[src/rtl/trd_cmd_pkg.sv]
package trd_cmd_pkg;

    // Thread commands, one per cycle when cmd_valid is high
    typedef enum logic [1:0] {
        CMD_CREATE = 2'b00,  // Start a child in the lowest free slot
        CMD_KILL   = 2'b01,  // Release the target slot
        CMD_SLEEP  = 2'b10,  // Park the target
        CMD_WAKE   = 2'b11   // Resume a parked target
    } cmd_op_e;

    // Create ignores obj_trd; the other three act on obj_trd
    // and go through the parent/self permission check

endpackage

[src/rtl/trd_types_pkg.sv]
package trd_types_pkg;

    // Slot count and field widths
    localparam int NUM_TRD  = 8;
    localparam int TRD_ID_W = 3;
    localparam int PC_W     = 32;

    // Index of one thread slot
    typedef logic [TRD_ID_W-1:0] trd_id_t;

    // One bit per slot, bit i belongs to slot i
    typedef logic [NUM_TRD-1:0] trd_mask_t;

    // Program counter as seen by the fetch stage
    typedef logic [PC_W-1:0] pc_t;

    // Life cycle of a slot
    //   FREE  -> RUN    on create
    //   RUN   -> SLEEP  on sleep
    //   SLEEP -> RUN    on wake
    //   any   -> FREE   on kill (never for slot 0)
    typedef enum logic [1:0] {
        TRD_FREE  = 2'b00,  // Slot unused, may be allocated
        TRD_RUN   = 2'b01,  // Eligible for issue
        TRD_SLEEP = 2'b10   // Allocated but skipped by the scheduler
    } trd_state_e;

endpackage
[src/rtl/thread_csr.sv]
`timescale 1ns/1ps

module thread_csr #(
    parameter trd_types_pkg::pc_t    START_PC = '0,  // Boot pc, slot 0 only
    parameter trd_types_pkg::trd_id_t TRD_ID  = '0   // Index of this slot
) (
    input  logic                    clk,
    input  logic                    rst_n,

    input  logic                    cmd_valid,
    input  trd_cmd_pkg::cmd_op_e    cmd_op,
    input  trd_types_pkg::trd_id_t  act_trd,
    input  trd_types_pkg::trd_id_t  obj_trd,
    input  trd_types_pkg::pc_t      cmd_pc,

    input  trd_types_pkg::trd_id_t  create_trd,  // Slot picked by the allocator
    input  logic                    create_ok,

    input  logic                    pc_wr,
    input  trd_types_pkg::trd_id_t  pc_wr_trd,
    input  trd_types_pkg::pc_t      pc_wr_data,

    output logic                    valid,
    output logic                    running,
    output logic                    error,       // One-cycle refusal pulse
    output trd_types_pkg::pc_t      pc
);

    import trd_types_pkg::*;
    import trd_cmd_pkg::*;

    trd_state_e state;
    trd_state_e state_nxt;
    trd_id_t    parent;     // Thread that created this one

    logic       is_obj;     // Kill, sleep or wake aimed at this slot
    logic       related;    // Actor is this thread or its parent
    logic       root_kill;  // Slot 0 may never be released
    logic       allowed;
    logic       do_create;
    logic       do_op;
    logic       pc_hit;

    assign is_obj    = cmd_valid && (cmd_op != CMD_CREATE) && (obj_trd == TRD_ID);
    assign related   = (act_trd == TRD_ID) || (parent == act_trd);
    assign root_kill = (TRD_ID == trd_id_t'(0)) && (cmd_op == CMD_KILL);
    assign allowed   = (state != TRD_FREE) && related && !root_kill;

    assign do_create = create_ok && (create_trd == TRD_ID);
    assign do_op     = is_obj && allowed;

    // Write-backs to a free slot are dropped
    assign pc_hit    = pc_wr && (pc_wr_trd == TRD_ID) && (state != TRD_FREE);

    always_comb begin
        state_nxt = state;
        if (do_create) begin
            state_nxt = TRD_RUN;
        end else if (do_op) begin
            case (cmd_op)
                CMD_KILL:  state_nxt = TRD_FREE;
                CMD_SLEEP: state_nxt = TRD_SLEEP;
                CMD_WAKE:  state_nxt = TRD_RUN;
                default:   state_nxt = state;
            endcase
        end
    end

    always_ff @(posedge clk or negedge rst_n) begin
        if (!rst_n) begin
            state <= (TRD_ID == trd_id_t'(0)) ? TRD_RUN : TRD_FREE;  // Root is alive
            error <= 1'b0;
        end else begin
            state <= state_nxt;
            error <= is_obj && !allowed;
        end
    end

    // Root boots from START_PC as its own parent
    always_ff @(posedge clk or negedge rst_n) begin
        if (!rst_n) begin
            parent <= '0;
            pc     <= (TRD_ID == trd_id_t'(0)) ? START_PC : '0;
        end else if (do_create) begin
            parent <= act_trd;
            pc     <= cmd_pc;                // Create beats a write-back
        end else if (pc_hit) begin
            pc     <= pc_wr_data;
        end
    end

    assign valid   = (state != TRD_FREE);
    assign running = (state == TRD_RUN);

endmodule

[src/rtl/thread_ctrl.sv]
`timescale 1ns/1ps

module thread_ctrl #(
    parameter trd_types_pkg::pc_t START_PC = 32'h0000_1000  // Boot pc of the root thread
) (
    input  logic                      clk,
    input  logic                      rst_n,

    // Thread command
    input  logic                      cmd_valid,
    input  trd_cmd_pkg::cmd_op_e      cmd_op,
    input  trd_types_pkg::trd_id_t    act_trd,     // Issuing thread
    input  trd_types_pkg::trd_id_t    obj_trd,     // Target of kill, sleep, wake
    input  trd_types_pkg::pc_t        cmd_pc,      // Start pc for create

    // PC write-back
    input  logic                      pc_wr,
    input  trd_types_pkg::trd_id_t    pc_wr_trd,
    input  trd_types_pkg::pc_t        pc_wr_data,

    input  logic                      stall,

    output trd_types_pkg::trd_id_t    cur_trd,
    output trd_types_pkg::pc_t        cur_pc,
    output trd_types_pkg::trd_id_t    new_trd,
    output trd_types_pkg::trd_mask_t  valid_trd,
    output trd_types_pkg::trd_mask_t  run_trd,
    output logic                      trd_full,
    output logic                      trd_of,
    output logic                      invalid_op
);

    import trd_types_pkg::*;

    pc_t       trd_pc [NUM_TRD];  // Stored pc of every slot
    trd_mask_t csr_err;           // Refusal pulses per slot
    trd_id_t   create_trd;
    logic      create_ok;

    // Allocation works off the current valid mask
    trd_alloc i_alloc (
        .clk        (clk),
        .rst_n      (rst_n),
        .cmd_valid  (cmd_valid),
        .cmd_op     (cmd_op),
        .valid_trd  (valid_trd),
        .create_trd (create_trd),
        .create_ok  (create_ok),
        .new_trd    (new_trd),
        .trd_of     (trd_of)
    );

    // Every slot sees the same command and decodes its own part
    for (genvar i = 0; i < NUM_TRD; i++) begin : g_csr
        thread_csr #(
            .START_PC (START_PC),
            .TRD_ID   (trd_id_t'(i))
        ) i_csr (
            .clk        (clk),
            .rst_n      (rst_n),
            .cmd_valid  (cmd_valid),
            .cmd_op     (cmd_op),
            .act_trd    (act_trd),
            .obj_trd    (obj_trd),
            .cmd_pc     (cmd_pc),
            .create_trd (create_trd),
            .create_ok  (create_ok),
            .pc_wr      (pc_wr),
            .pc_wr_trd  (pc_wr_trd),
            .pc_wr_data (pc_wr_data),
            .valid      (valid_trd[i]),
            .running    (run_trd[i]),
            .error      (csr_err[i]),
            .pc         (trd_pc[i])
        );
    end

    trd_sched i_sched (
        .clk     (clk),
        .rst_n   (rst_n),
        .stall   (stall),
        .run_trd (run_trd),
        .trd_pc  (trd_pc),
        .cur_trd (cur_trd),
        .cur_pc  (cur_pc)
    );

    assign trd_full   = &valid_trd;
    assign invalid_op = |csr_err;  // At most one slot is targeted per cycle

endmodule

[src/rtl/trd_alloc.sv]
`timescale 1ns/1ps

module trd_alloc (
    input  logic                      clk,
    input  logic                      rst_n,

    input  logic                      cmd_valid,
    input  trd_cmd_pkg::cmd_op_e      cmd_op,
    input  trd_types_pkg::trd_mask_t  valid_trd,

    output trd_types_pkg::trd_id_t    create_trd,  // Lowest free slot
    output logic                      create_ok,
    output trd_types_pkg::trd_id_t    new_trd,     // Id of the last created thread
    output logic                      trd_of       // Create while full
);

    import trd_types_pkg::*;
    import trd_cmd_pkg::*;

    logic is_create;
    logic all_used;

    assign is_create = cmd_valid && (cmd_op == CMD_CREATE);
    assign all_used  = &valid_trd;

    // Scan from the top so the lowest free index wins
    always_comb begin
        create_trd = '0;
        for (int i = NUM_TRD - 1; i >= 0; i--) begin
            if (!valid_trd[i]) begin
                create_trd = trd_id_t'(i);
            end
        end
    end

    assign create_ok = is_create && !all_used;

    always_ff @(posedge clk or negedge rst_n) begin
        if (!rst_n) begin
            new_trd <= '0;
            trd_of  <= 1'b0;
        end else begin
            if (create_ok) begin
                new_trd <= create_trd;
            end
            trd_of <= is_create && all_used;  // Single-cycle pulse
        end
    end

endmodule

[src/rtl/trd_sched.sv]
`timescale 1ns/1ps

module trd_sched (
    input  logic                      clk,
    input  logic                      rst_n,

    input  logic                      stall,        // Freeze the pointer
    input  trd_types_pkg::trd_mask_t  run_trd,
    input  trd_types_pkg::pc_t        trd_pc [trd_types_pkg::NUM_TRD],

    output trd_types_pkg::trd_id_t    cur_trd,
    output trd_types_pkg::pc_t        cur_pc
);

    import trd_types_pkg::*;

    trd_mask_t run_rot;  // run_trd rotated so bit 0 is the slot after cur_trd
    trd_id_t   nxt_trd;

    // Bit i of run_rot is slot (cur_trd + 1 + i) mod NUM_TRD.
    // Bit 7 wraps back to cur_trd itself, so a lone runner keeps the pointer.
    assign run_rot = trd_mask_t'({run_trd, run_trd} >> (cur_trd + 4'd1));

    always_comb begin
        nxt_trd = cur_trd;                   // Nothing running, stay put
        for (int i = NUM_TRD - 1; i >= 0; i--) begin
            if (run_rot[i]) begin
                nxt_trd = cur_trd + trd_id_t'(i + 1);
            end
        end
    end

    always_ff @(posedge clk or negedge rst_n) begin
        if (!rst_n) begin
            cur_trd <= '0;
        end else if (!stall) begin
            cur_trd <= nxt_trd;
        end
    end

    assign cur_pc = trd_pc[cur_trd];

endmodule

[config.mk]
export PLATFORM = sky130hd
export DESIGN_NAME = thread_ctrl
export DESIGN_NICKNAME = d
export VERILOG_FILES = /design/src/rtl/trd_cmd_pkg.sv /design/src/rtl/trd_types_pkg.sv /design/src/rtl/thread_csr.sv /design/src/rtl/thread_ctrl.sv /design/src/rtl/trd_alloc.sv /design/src/rtl/trd_sched.sv
export SDC_FILE = /design/constraint.sdc
export NUM_CORES = 1
export LEC_CHECK = 0
export BUFFER_PORTS_ARGS = -buffer_cell sky130_fd_sc_hd__buf_2
export CAP_MARGIN = 0
export CELL_PAD_IN_SITES_DETAIL_PLACEMENT = 1
export CELL_PAD_IN_SITES_GLOBAL_PLACEMENT = 2
export CORE_MARGIN = 2
export CORE_UTILIZATION = 40
export DETAILED_ROUTE_END_ITERATION = 7
export PLACE_DENSITY = 0.89
export SYNTH_ARGS = -nofsm -noshare
export SYNTH_HDL_FRONTEND = slang
export SYNTH_HIERARCHICAL = 1
export SYNTH_SLANG_ARGS = --single-unit
export TNS_END_PERCENT = 5
[constraint.sdc]
create_clock -name clk -period 3.2 [get_ports clk]
set_clock_uncertainty 0.05 [all_clocks]
set_input_delay 0.96 -clock clk [delete_from_list [all_inputs] [get_ports clk]]
set_output_delay 0.96 -clock clk [all_outputs]
set_load 0.1 [all_outputs]
==> out/qor.csv, run 1 <==
metric,value,unit
grt_pass1_wl,92.51,mm
grt_pass1_vias,15900,
drtIter0Drc,904,
critPathMaxStageDelay,0.54,ns
htreeDepth,2,
cts.sinks,311,
setup_viol,22,
power,26670,uW
status,"complete, but fails checks",
ys_seq_area_share,43.34,%
startpoint_type,flop,
synthFlopType,dfrtp_1,
crit_type,reg -> out,
reg2reg_from,g_csr[3].i_csr/state[0]$_DFFE_PN0P_,
arrival,2.27,ns
drcViolationCount,0,
gp_congestion,0.8175,
critPathSlowestCell,dfrtp_4,
initial_core_util,40.53,%
die_area,46620,um^2
clkTransAtPathRegs,0.06,ns
powerDensity,1220,nW/um^2
ys_types,103,
crit_chain,buf_12 -> buf_12 -> mux4_2 -> nand2_2 -> nand2_4 -> buf_12,
relSlewSlack,51.23,%
worst_pin_slew,0.7316,ns
rows,77,
fmaxAchievable,304.8,MHz
fillCellCount,4838,
viasPerCell,5.897,
final_cells,2519,
syn_area,17960,um^2
nets,1980,
drt_wl_total,59.41,mm
path_max_fanout,8,
grt_max_degree,107,
synth_edf_count,0,
drive_gt1_share,26.16,%
dp_hpwl,36.19,mm
clkLatencyLatePin,0.55,ns
wire_per_inst,23.58,um
synthArstFlopShare,100.0,%
cts_buffer_depth,3,
cts-root-buf,clkbuf_16,
yosysWarnings,6,
synthCells,1765,
cpMostUsedCell,buf_12,
finalCritPeriodShare,102.5,%
area_growth,21.69,%
cts-hold-fix-buffers,0,
utilization,49.33,%
dr.pass1.iters,5,
cts_made_buffers,37,
drtAntennaViolNets,0,
cts_tree,built,
place_worst_setup_slack,0.2257,ns
grt_overflow,0,
maxSlewViolCount,0,
crit_start,i_sched/cur_trd[0]$_DFFE_PN0P_,
min_path_type,in -> async,
ys_ff_latch,311,
grt_usage,25.42,%
peakVddDrop,1.415,mV
rsz0062_at_grt,true,
dp_cells,2442,
tns,-0.9924,ns
worstSetupEndpointType,output pin,
coreArea,44320,um^2
period_needed,3.280,ns
die_x,215.9,um
syn_avg_cell_area,10.18,um^2
ios,137,
syn-num-nets,1847,
via_count,14850,
p_leak,0.009491,uW
drv_cap,0,
antenna_found_initial,9,
fin_ws,-0.08033,ns
required,2.19,ns
violations,setup timing,
die_h,215.9,um
port_buffers,136,
hold_violations,0,
-- registers in the layout (all words and copies together), names as in the netlist --
name and count:
g_csr.i_csr/pc 256, g_csr.i_csr/parent 24, g_csr.i_csr/error 8, i_alloc/trd_of 1, g_csr.i_csr/state 16, i_sched/cur_trd 3, i_alloc/new_trd 3
-- stage by stage --
stage               hold slack, ns  instance area [um^2]
global placement            0.4539                 20110
finish                      0.2658                 21860
floorplan                   0.4325                 18230
CTS                         0.2399                 21630
detailed placement          0.4594                 20110
global route                0.2610                 21850
-- worst paths after layout --
path,cells after the start,slack (ns),end
worst max-delay path,6,-0.08,cur_pc[27]
worst min-delay path,1,0.27,g_csr[3].i_csr/pc[7]$_DFFE_PN0P_
worst max register to register,8,0.48,g_csr[1].i_csr/parent[2]$_DFFE_PN0P_
worst min register to register,1,0.46,i_alloc/new_trd[1]$_DFFE_PN0P_
max in group asynchronous,2,1.90,g_csr[2].i_csr/pc[20]$_DFFE_PN0P_
min in group clk,1,0.46,i_alloc/new_trd[1]$_DFFE_PN0P_
-- final cells by class --
cell class	instances	area [um^2]	share of cell area (%)
multi-input combinational	1319	9915	45.36
sequential	311	7796	35.66
timing repair buffer	207	2057	9.410
clock buffer	51	1050	4.802
tap	592	740.7	3.388
clock inverter	13	209.0	0.9559
inverter	22	82.58	0.3778
antenna	4	10.01	0.04579
-- where the power goes --
group / switching [uW] / internal (uW)
combinational: 9420 / 5720
clock: 1730 / 2700
sequential: 1320 / 5790
-- metal layers --
metal / global-route usage, % / wire, um / vias up
met3: 4.637 / 2928 / 103
li1: - / - / 6627
met5: 0 / 64 / -
met1: 33.53 / 25740 / 7744
met4: 7.671 / 1458 / 10
met2: 42.66 / 29220 / 370
-- worst max-delay path, delay by kind of cell, from the launching register on --
family / cells / cell delay, ns
flip-flops: 1 / 0.54
buffers and inverters: 3 / 0.50
multiplexers: 1 / 0.50
AND/OR/NAND/NOR: 2 / 0.17
-- logic make-up (layout without fill, tap and decap cells) --
logic type | Yosys count | after routing | synth area share [%]
other | 0 | 4 | 0
muxes | 356 | 356 | 25.17
adders and majority gates | 2 | 2 | 0.1393
xor gates and xnor gates | 8 | 8 | 0.3901
buffers and inverters | 135 | 293 | 3.789
AOI/OAI and AO/OA | 392 | 392 | 13.12
DFF | 311 | 311 | 43.34
and+or+nand+nor | 561 | 561 | 14.06
-- synth_stat cells (all sizes together), types with 8 or more instances --
cell type | instances | area (um^2)
o21a | 9 | 67.56
nand2 | 401 | 1508
and2 | 8 | 58.81
a21boi | 8 | 60.06
o211ai | 8 | 70.06
buf | 58 | 391.6
a31oi | 8 | 50.05
nor2b | 8 | 50.05
nand3 | 10 | 50.05
a21oi | 61 | 320.3
clkbuf | 55 | 206.5
dfrtp | 309 | 7732
or2 | 13 | 86.34
nor3 | 8 | 45.04
mux2i | 261 | 2625
inv | 20 | 75.07
nor2 | 57 | 216.5
o21ai | 244 | 1225
mux4 | 72 | 1629
mux2 | 23 | 266.5
-- repair_timing --
| item | CTS | global route |
|---|---|---|
| pin swaps | 4 | 31 |
| buffers inserted | 7 | 1 |
| cloned | 2 | 0 |
| endpoints found under the setup margin | 32 | 33 |
| gates resized for setup | 40 | 76 |
-- layout by cell type, fill, tap and decap left out, types with 9 or more instances in the layout --
cell type / Yosys / routed
dfrtp_1: 309 / 306
nand2_4: 0 / 31
nand2_1: 400 / 329
a21oi_1: 59 / 59
clkbuf_16: 0 / 38
buf_12: 0 / 54
mux2i_1: 260 / 260
nand3_1: 10 / 10
nor2_1: 56 / 52
nand2_2: 1 / 41
o21a_1: 9 / 9
buf_4: 12 / 38
buf_2: 28 / 103
inv_1: 18 / 17
o21ai_0: 240 / 240
mux2_2: 21 / 21
or2_2: 9 / 9
mux4_2: 70 / 70
Note: power is estimated with default switching activity, not from simulation.
==> inputs of run 2 (changes only) <==
--- a/config.mk
+++ b/config.mk
@@ -5,12 +5,13 @@
 export SDC_FILE = /design/constraint.sdc
 export NUM_CORES = 1
 export LEC_CHECK = 0
+export ABC_AREA = 1
 export BUFFER_PORTS_ARGS = -buffer_cell sky130_fd_sc_hd__buf_2
 export CAP_MARGIN = 0
 export CELL_PAD_IN_SITES_DETAIL_PLACEMENT = 1
 export CELL_PAD_IN_SITES_GLOBAL_PLACEMENT = 2
 export CORE_MARGIN = 2
-export CORE_UTILIZATION = 40
+export CORE_UTILIZATION = 37
 export DETAILED_ROUTE_END_ITERATION = 7
 export PLACE_DENSITY = 0.89
 export SYNTH_ARGS = -nofsm -noshare
==> run 2 against run 1 <==
Effect of this change: the flow still finishes with violations (setup timing); via count up 28%; die area up 16%; sequential cell count unchanged; fmax up 0.54%; combinational power down 15%; register-to-register slack worse by 0.12 ns; count of clock-buffer cells in the layout up 7; final area up 7.0%; routed wire length up 26%; global-route usage up 2.3 points; critical path depth up 3; synthesized cell count up 39%; critical endpoint is now cur_pc[5]; largest cell class unchanged; largest power group unchanged; highest routed layer unchanged.
==> out/qor.csv, run 2 <==
metric,value,unit
use_met2,48.37,%
path_buf_inv,4,
area_growth,21.46,%
synth.area.top_cells,"dfrtp_1, nand2_1, nor2_1",
crit_type,reg -> out,
critPathSlowestCell,dfrtp_4,
port_buffers,136,
critPathMaxStageDelay,0.52,ns
period_needed,3.263,ns
synth_common_cells,"nand2_1, nor2_1, dfrtp_1",
dr.pass1.iters,5,
clkTransAtPathRegs,0.06,ns
wire_per_inst,23.12,um
p_clk_share,20.8,%
htreeDepth,2,
drtIter0Drc,1422,
die_area,53880,um^2
crit_chain,buf_8 -> inv_8 -> nor2_4 -> buf_12 -> nand2_2 -> nand3_4 -> a211oi_4 -> a31oi_4 -> buf_12,
synth.top_cell.area_share,40.16,%
use_met1,34.72,%
drive_gt1_share,18.32,%
ff_latch_area,7796,um^2
drt_wl_total,74.83,mm
arrival,2.25,ns
drv_cap,0,
gp_congestion,0.8322,
final_cell_mix,"nand2_1, nor2_1, dfrtp_1",
ys_ff_latch,311,
fmaxAchievable,306.5,MHz
syn-num-nets,2533,
die_h,232.1,um
crit_family,buffers and inverters,
cts_buffer_depth,3,
initial_core_util,37.45,%
worst_pin_slew,0.6130,ns
sw_frac_of_total,48.34,%
largest_registers,"g_csr.i_csr/pc (256), g_csr.i_csr/parent (24), g_csr.i_csr/state (16)",
ys_seq_area_share,40.43,%
largest_reg_flops,256,
coreArea,51410,um^2
cts-root-buf,clkbuf_16,
finish.instance_area,23380,um^2
rsz0062_at_grt,true,
yosysWarnings,6,
required,2.19,ns
nets,2607,
tns,-0.1088,ns
cpMostUsedCell,buf_12,
grt_pass1_vias,20450,
cts_made_buffers,41,
placed_area,21690,um^2
utilization,45.49,%
dp_hpwl,46.48,mm
grt_max_degree,65,
finalCritPeriodShare,102.0,%
yosysMostFrequentCell,nand2_1,
hold_violations,0,
power,22860,uW
viasPerCell,5.879,
ios,137,
multi_input_area,10280,um^2
worstSetupEndpointType,output pin,
antenna_found_initial,6,
seq_power_share,23.5,%
grt_overflow,0,
rows,83,
powerDensity,977.6,nW/um^2
power.switching,11050,uW
relSlewSlack,59.13,%
clkLatencyLatePin,0.57,ns
drcViolationCount,0,
maxSlewViolCount,0,
synthFlopType,dfrtp_1,
yosysTopAreaCell,dfrtp_1,
top_register,g_csr.i_csr/pc,
via_count,19020,
violations,setup timing,
fin_ws,-0.06263,ns
setup_viol,7,
grt_usage,27.69,%
peakVddDrop,0.8242,mV
p_leak,0.01104,uW
startpoint_type,flop,
fillCellCount,6076,
synthArstFlopShare,100.0,%
syn_avg_cell_area,7.855,um^2
cts.sinks,311,
synth_edf_count,0,
path_max_fanout,13,
die_x,232.1,um
drtAntennaViolNets,0,
pwr-share-comb,55.8,%
final_common_cell,nand2_1,
syn_area,19250,um^2
grt_pass1_wl,117.0,mm
min_path_type,in -> async,
ys_types,46,
cts_tree,built,
cts-hold-fix-buffers,0,
status,"complete, but fails checks",
synthCells,2451,
p_int,11810,uW
top_usage_layer,met2,
grtUsageMet3,3.671,%
worst_hold_slack,0.2788,ns
==> run 2: routing by layer <==
layer	vias to the layer above	routed length, um
met3	158	4070
met2	587	37130
met1	9752	31230
met4	10	2334
li1	8516	-
met5	-	59
==> run 2: per-stage QoR <==
stage,instances,worst slack (ns)
floorplan,2451,-0.1092
CTS,3232,-0.05248
finish,3236,-0.06263
detailed placement,3157,0.2980
global route,3236,-0.09368
global placement,3157,0.3254
==> run 2: what timing repair did <==
action	in CTS	in global routing
pin swaps	3	6
endpoints found under the setup margin	32	32
cloned	2	2
resized for setup	68	59
buffers inserted	0	1
==> run 2: worst reg2reg max path: cells and delay by family, from the launching register on <==
family,cells,cell delay [ns]
AO/OA/AOI/OAI,2,0.25
buffers and inverters,3,0.98
flip-flops,1,0.39
AND/OR/NAND/NOR,6,1.09
==> run 2: cell type report <==
type / instances / area share [%]
Antenna cell: 1 / 0.01070
Clock inverter: 15 / 0.7491
Inverter: 187 / 3.077
Sequential cell: 311 / 33.34
Timing Repair Buffer: 218 / 10.10
Tap cell: 680 / 3.638
Multi-Input combinational cell: 1766 / 43.95
Clock buffer: 58 / 5.131
==> run 2: cells by family (layout without fill, tap and decap cells) <==
group,count (synthesis),after routing,share of synthesized area [%]
AO/OA/AOI/OAI,592,592,21.93
XOR/XNOR,10,10,0.4549
adder cells (fa/ha/maj),2,2,0.1300
buffers and inverters,374,478,9.780
flip-flops,311,311,40.43
multiplexers,3,3,0.1754
other,0,1,0
AND/OR/NAND/NOR,1159,1159,27.10
==> run 2: final timing paths <==
kind | from | to | slack, ns | depth (start not counted)
setup / recovery | i_sched/cur_trd[1]$_DFFE_PN0P_ | cur_pc[5] | -0.06 | 9
hold / removal | rst_n | g_csr[7].i_csr/pc[8]$_DFFE_PN0P_ | 0.28 | 1
setup reg to reg | g_csr[4].i_csr/state[0]$_DFFE_PN0P_ | g_csr[3].i_csr/pc[29]$_DFFE_PN0P_ | 0.36 | 11
hold reg to reg | i_alloc/new_trd[2]$_DFFE_PN0P_ | i_alloc/new_trd[2]$_DFFE_PN0P_ | 0.42 | 2
max in group asynchronous | rst_n | g_csr[6].i_csr/pc[1]$_DFFE_PN0P_ | 1.99 | 2
min in group clk | i_alloc/new_trd[2]$_DFFE_PN0P_ | i_alloc/new_trd[2]$_DFFE_PN0P_ | 0.42 | 2
==> run 2: power groups by stage <==
stage | registers (uW) | logic [uW] | clock network [uW]
floorplan | 5330 | 7970 | 0
global placement | 5310 | 11800 | 0
detailed placement | 5350 | 12100 | 0
CTS | 5310 | 12500 | 4840
global route | 5420 | 13400 | 4970
finish | 5360 | 12800 | 4750
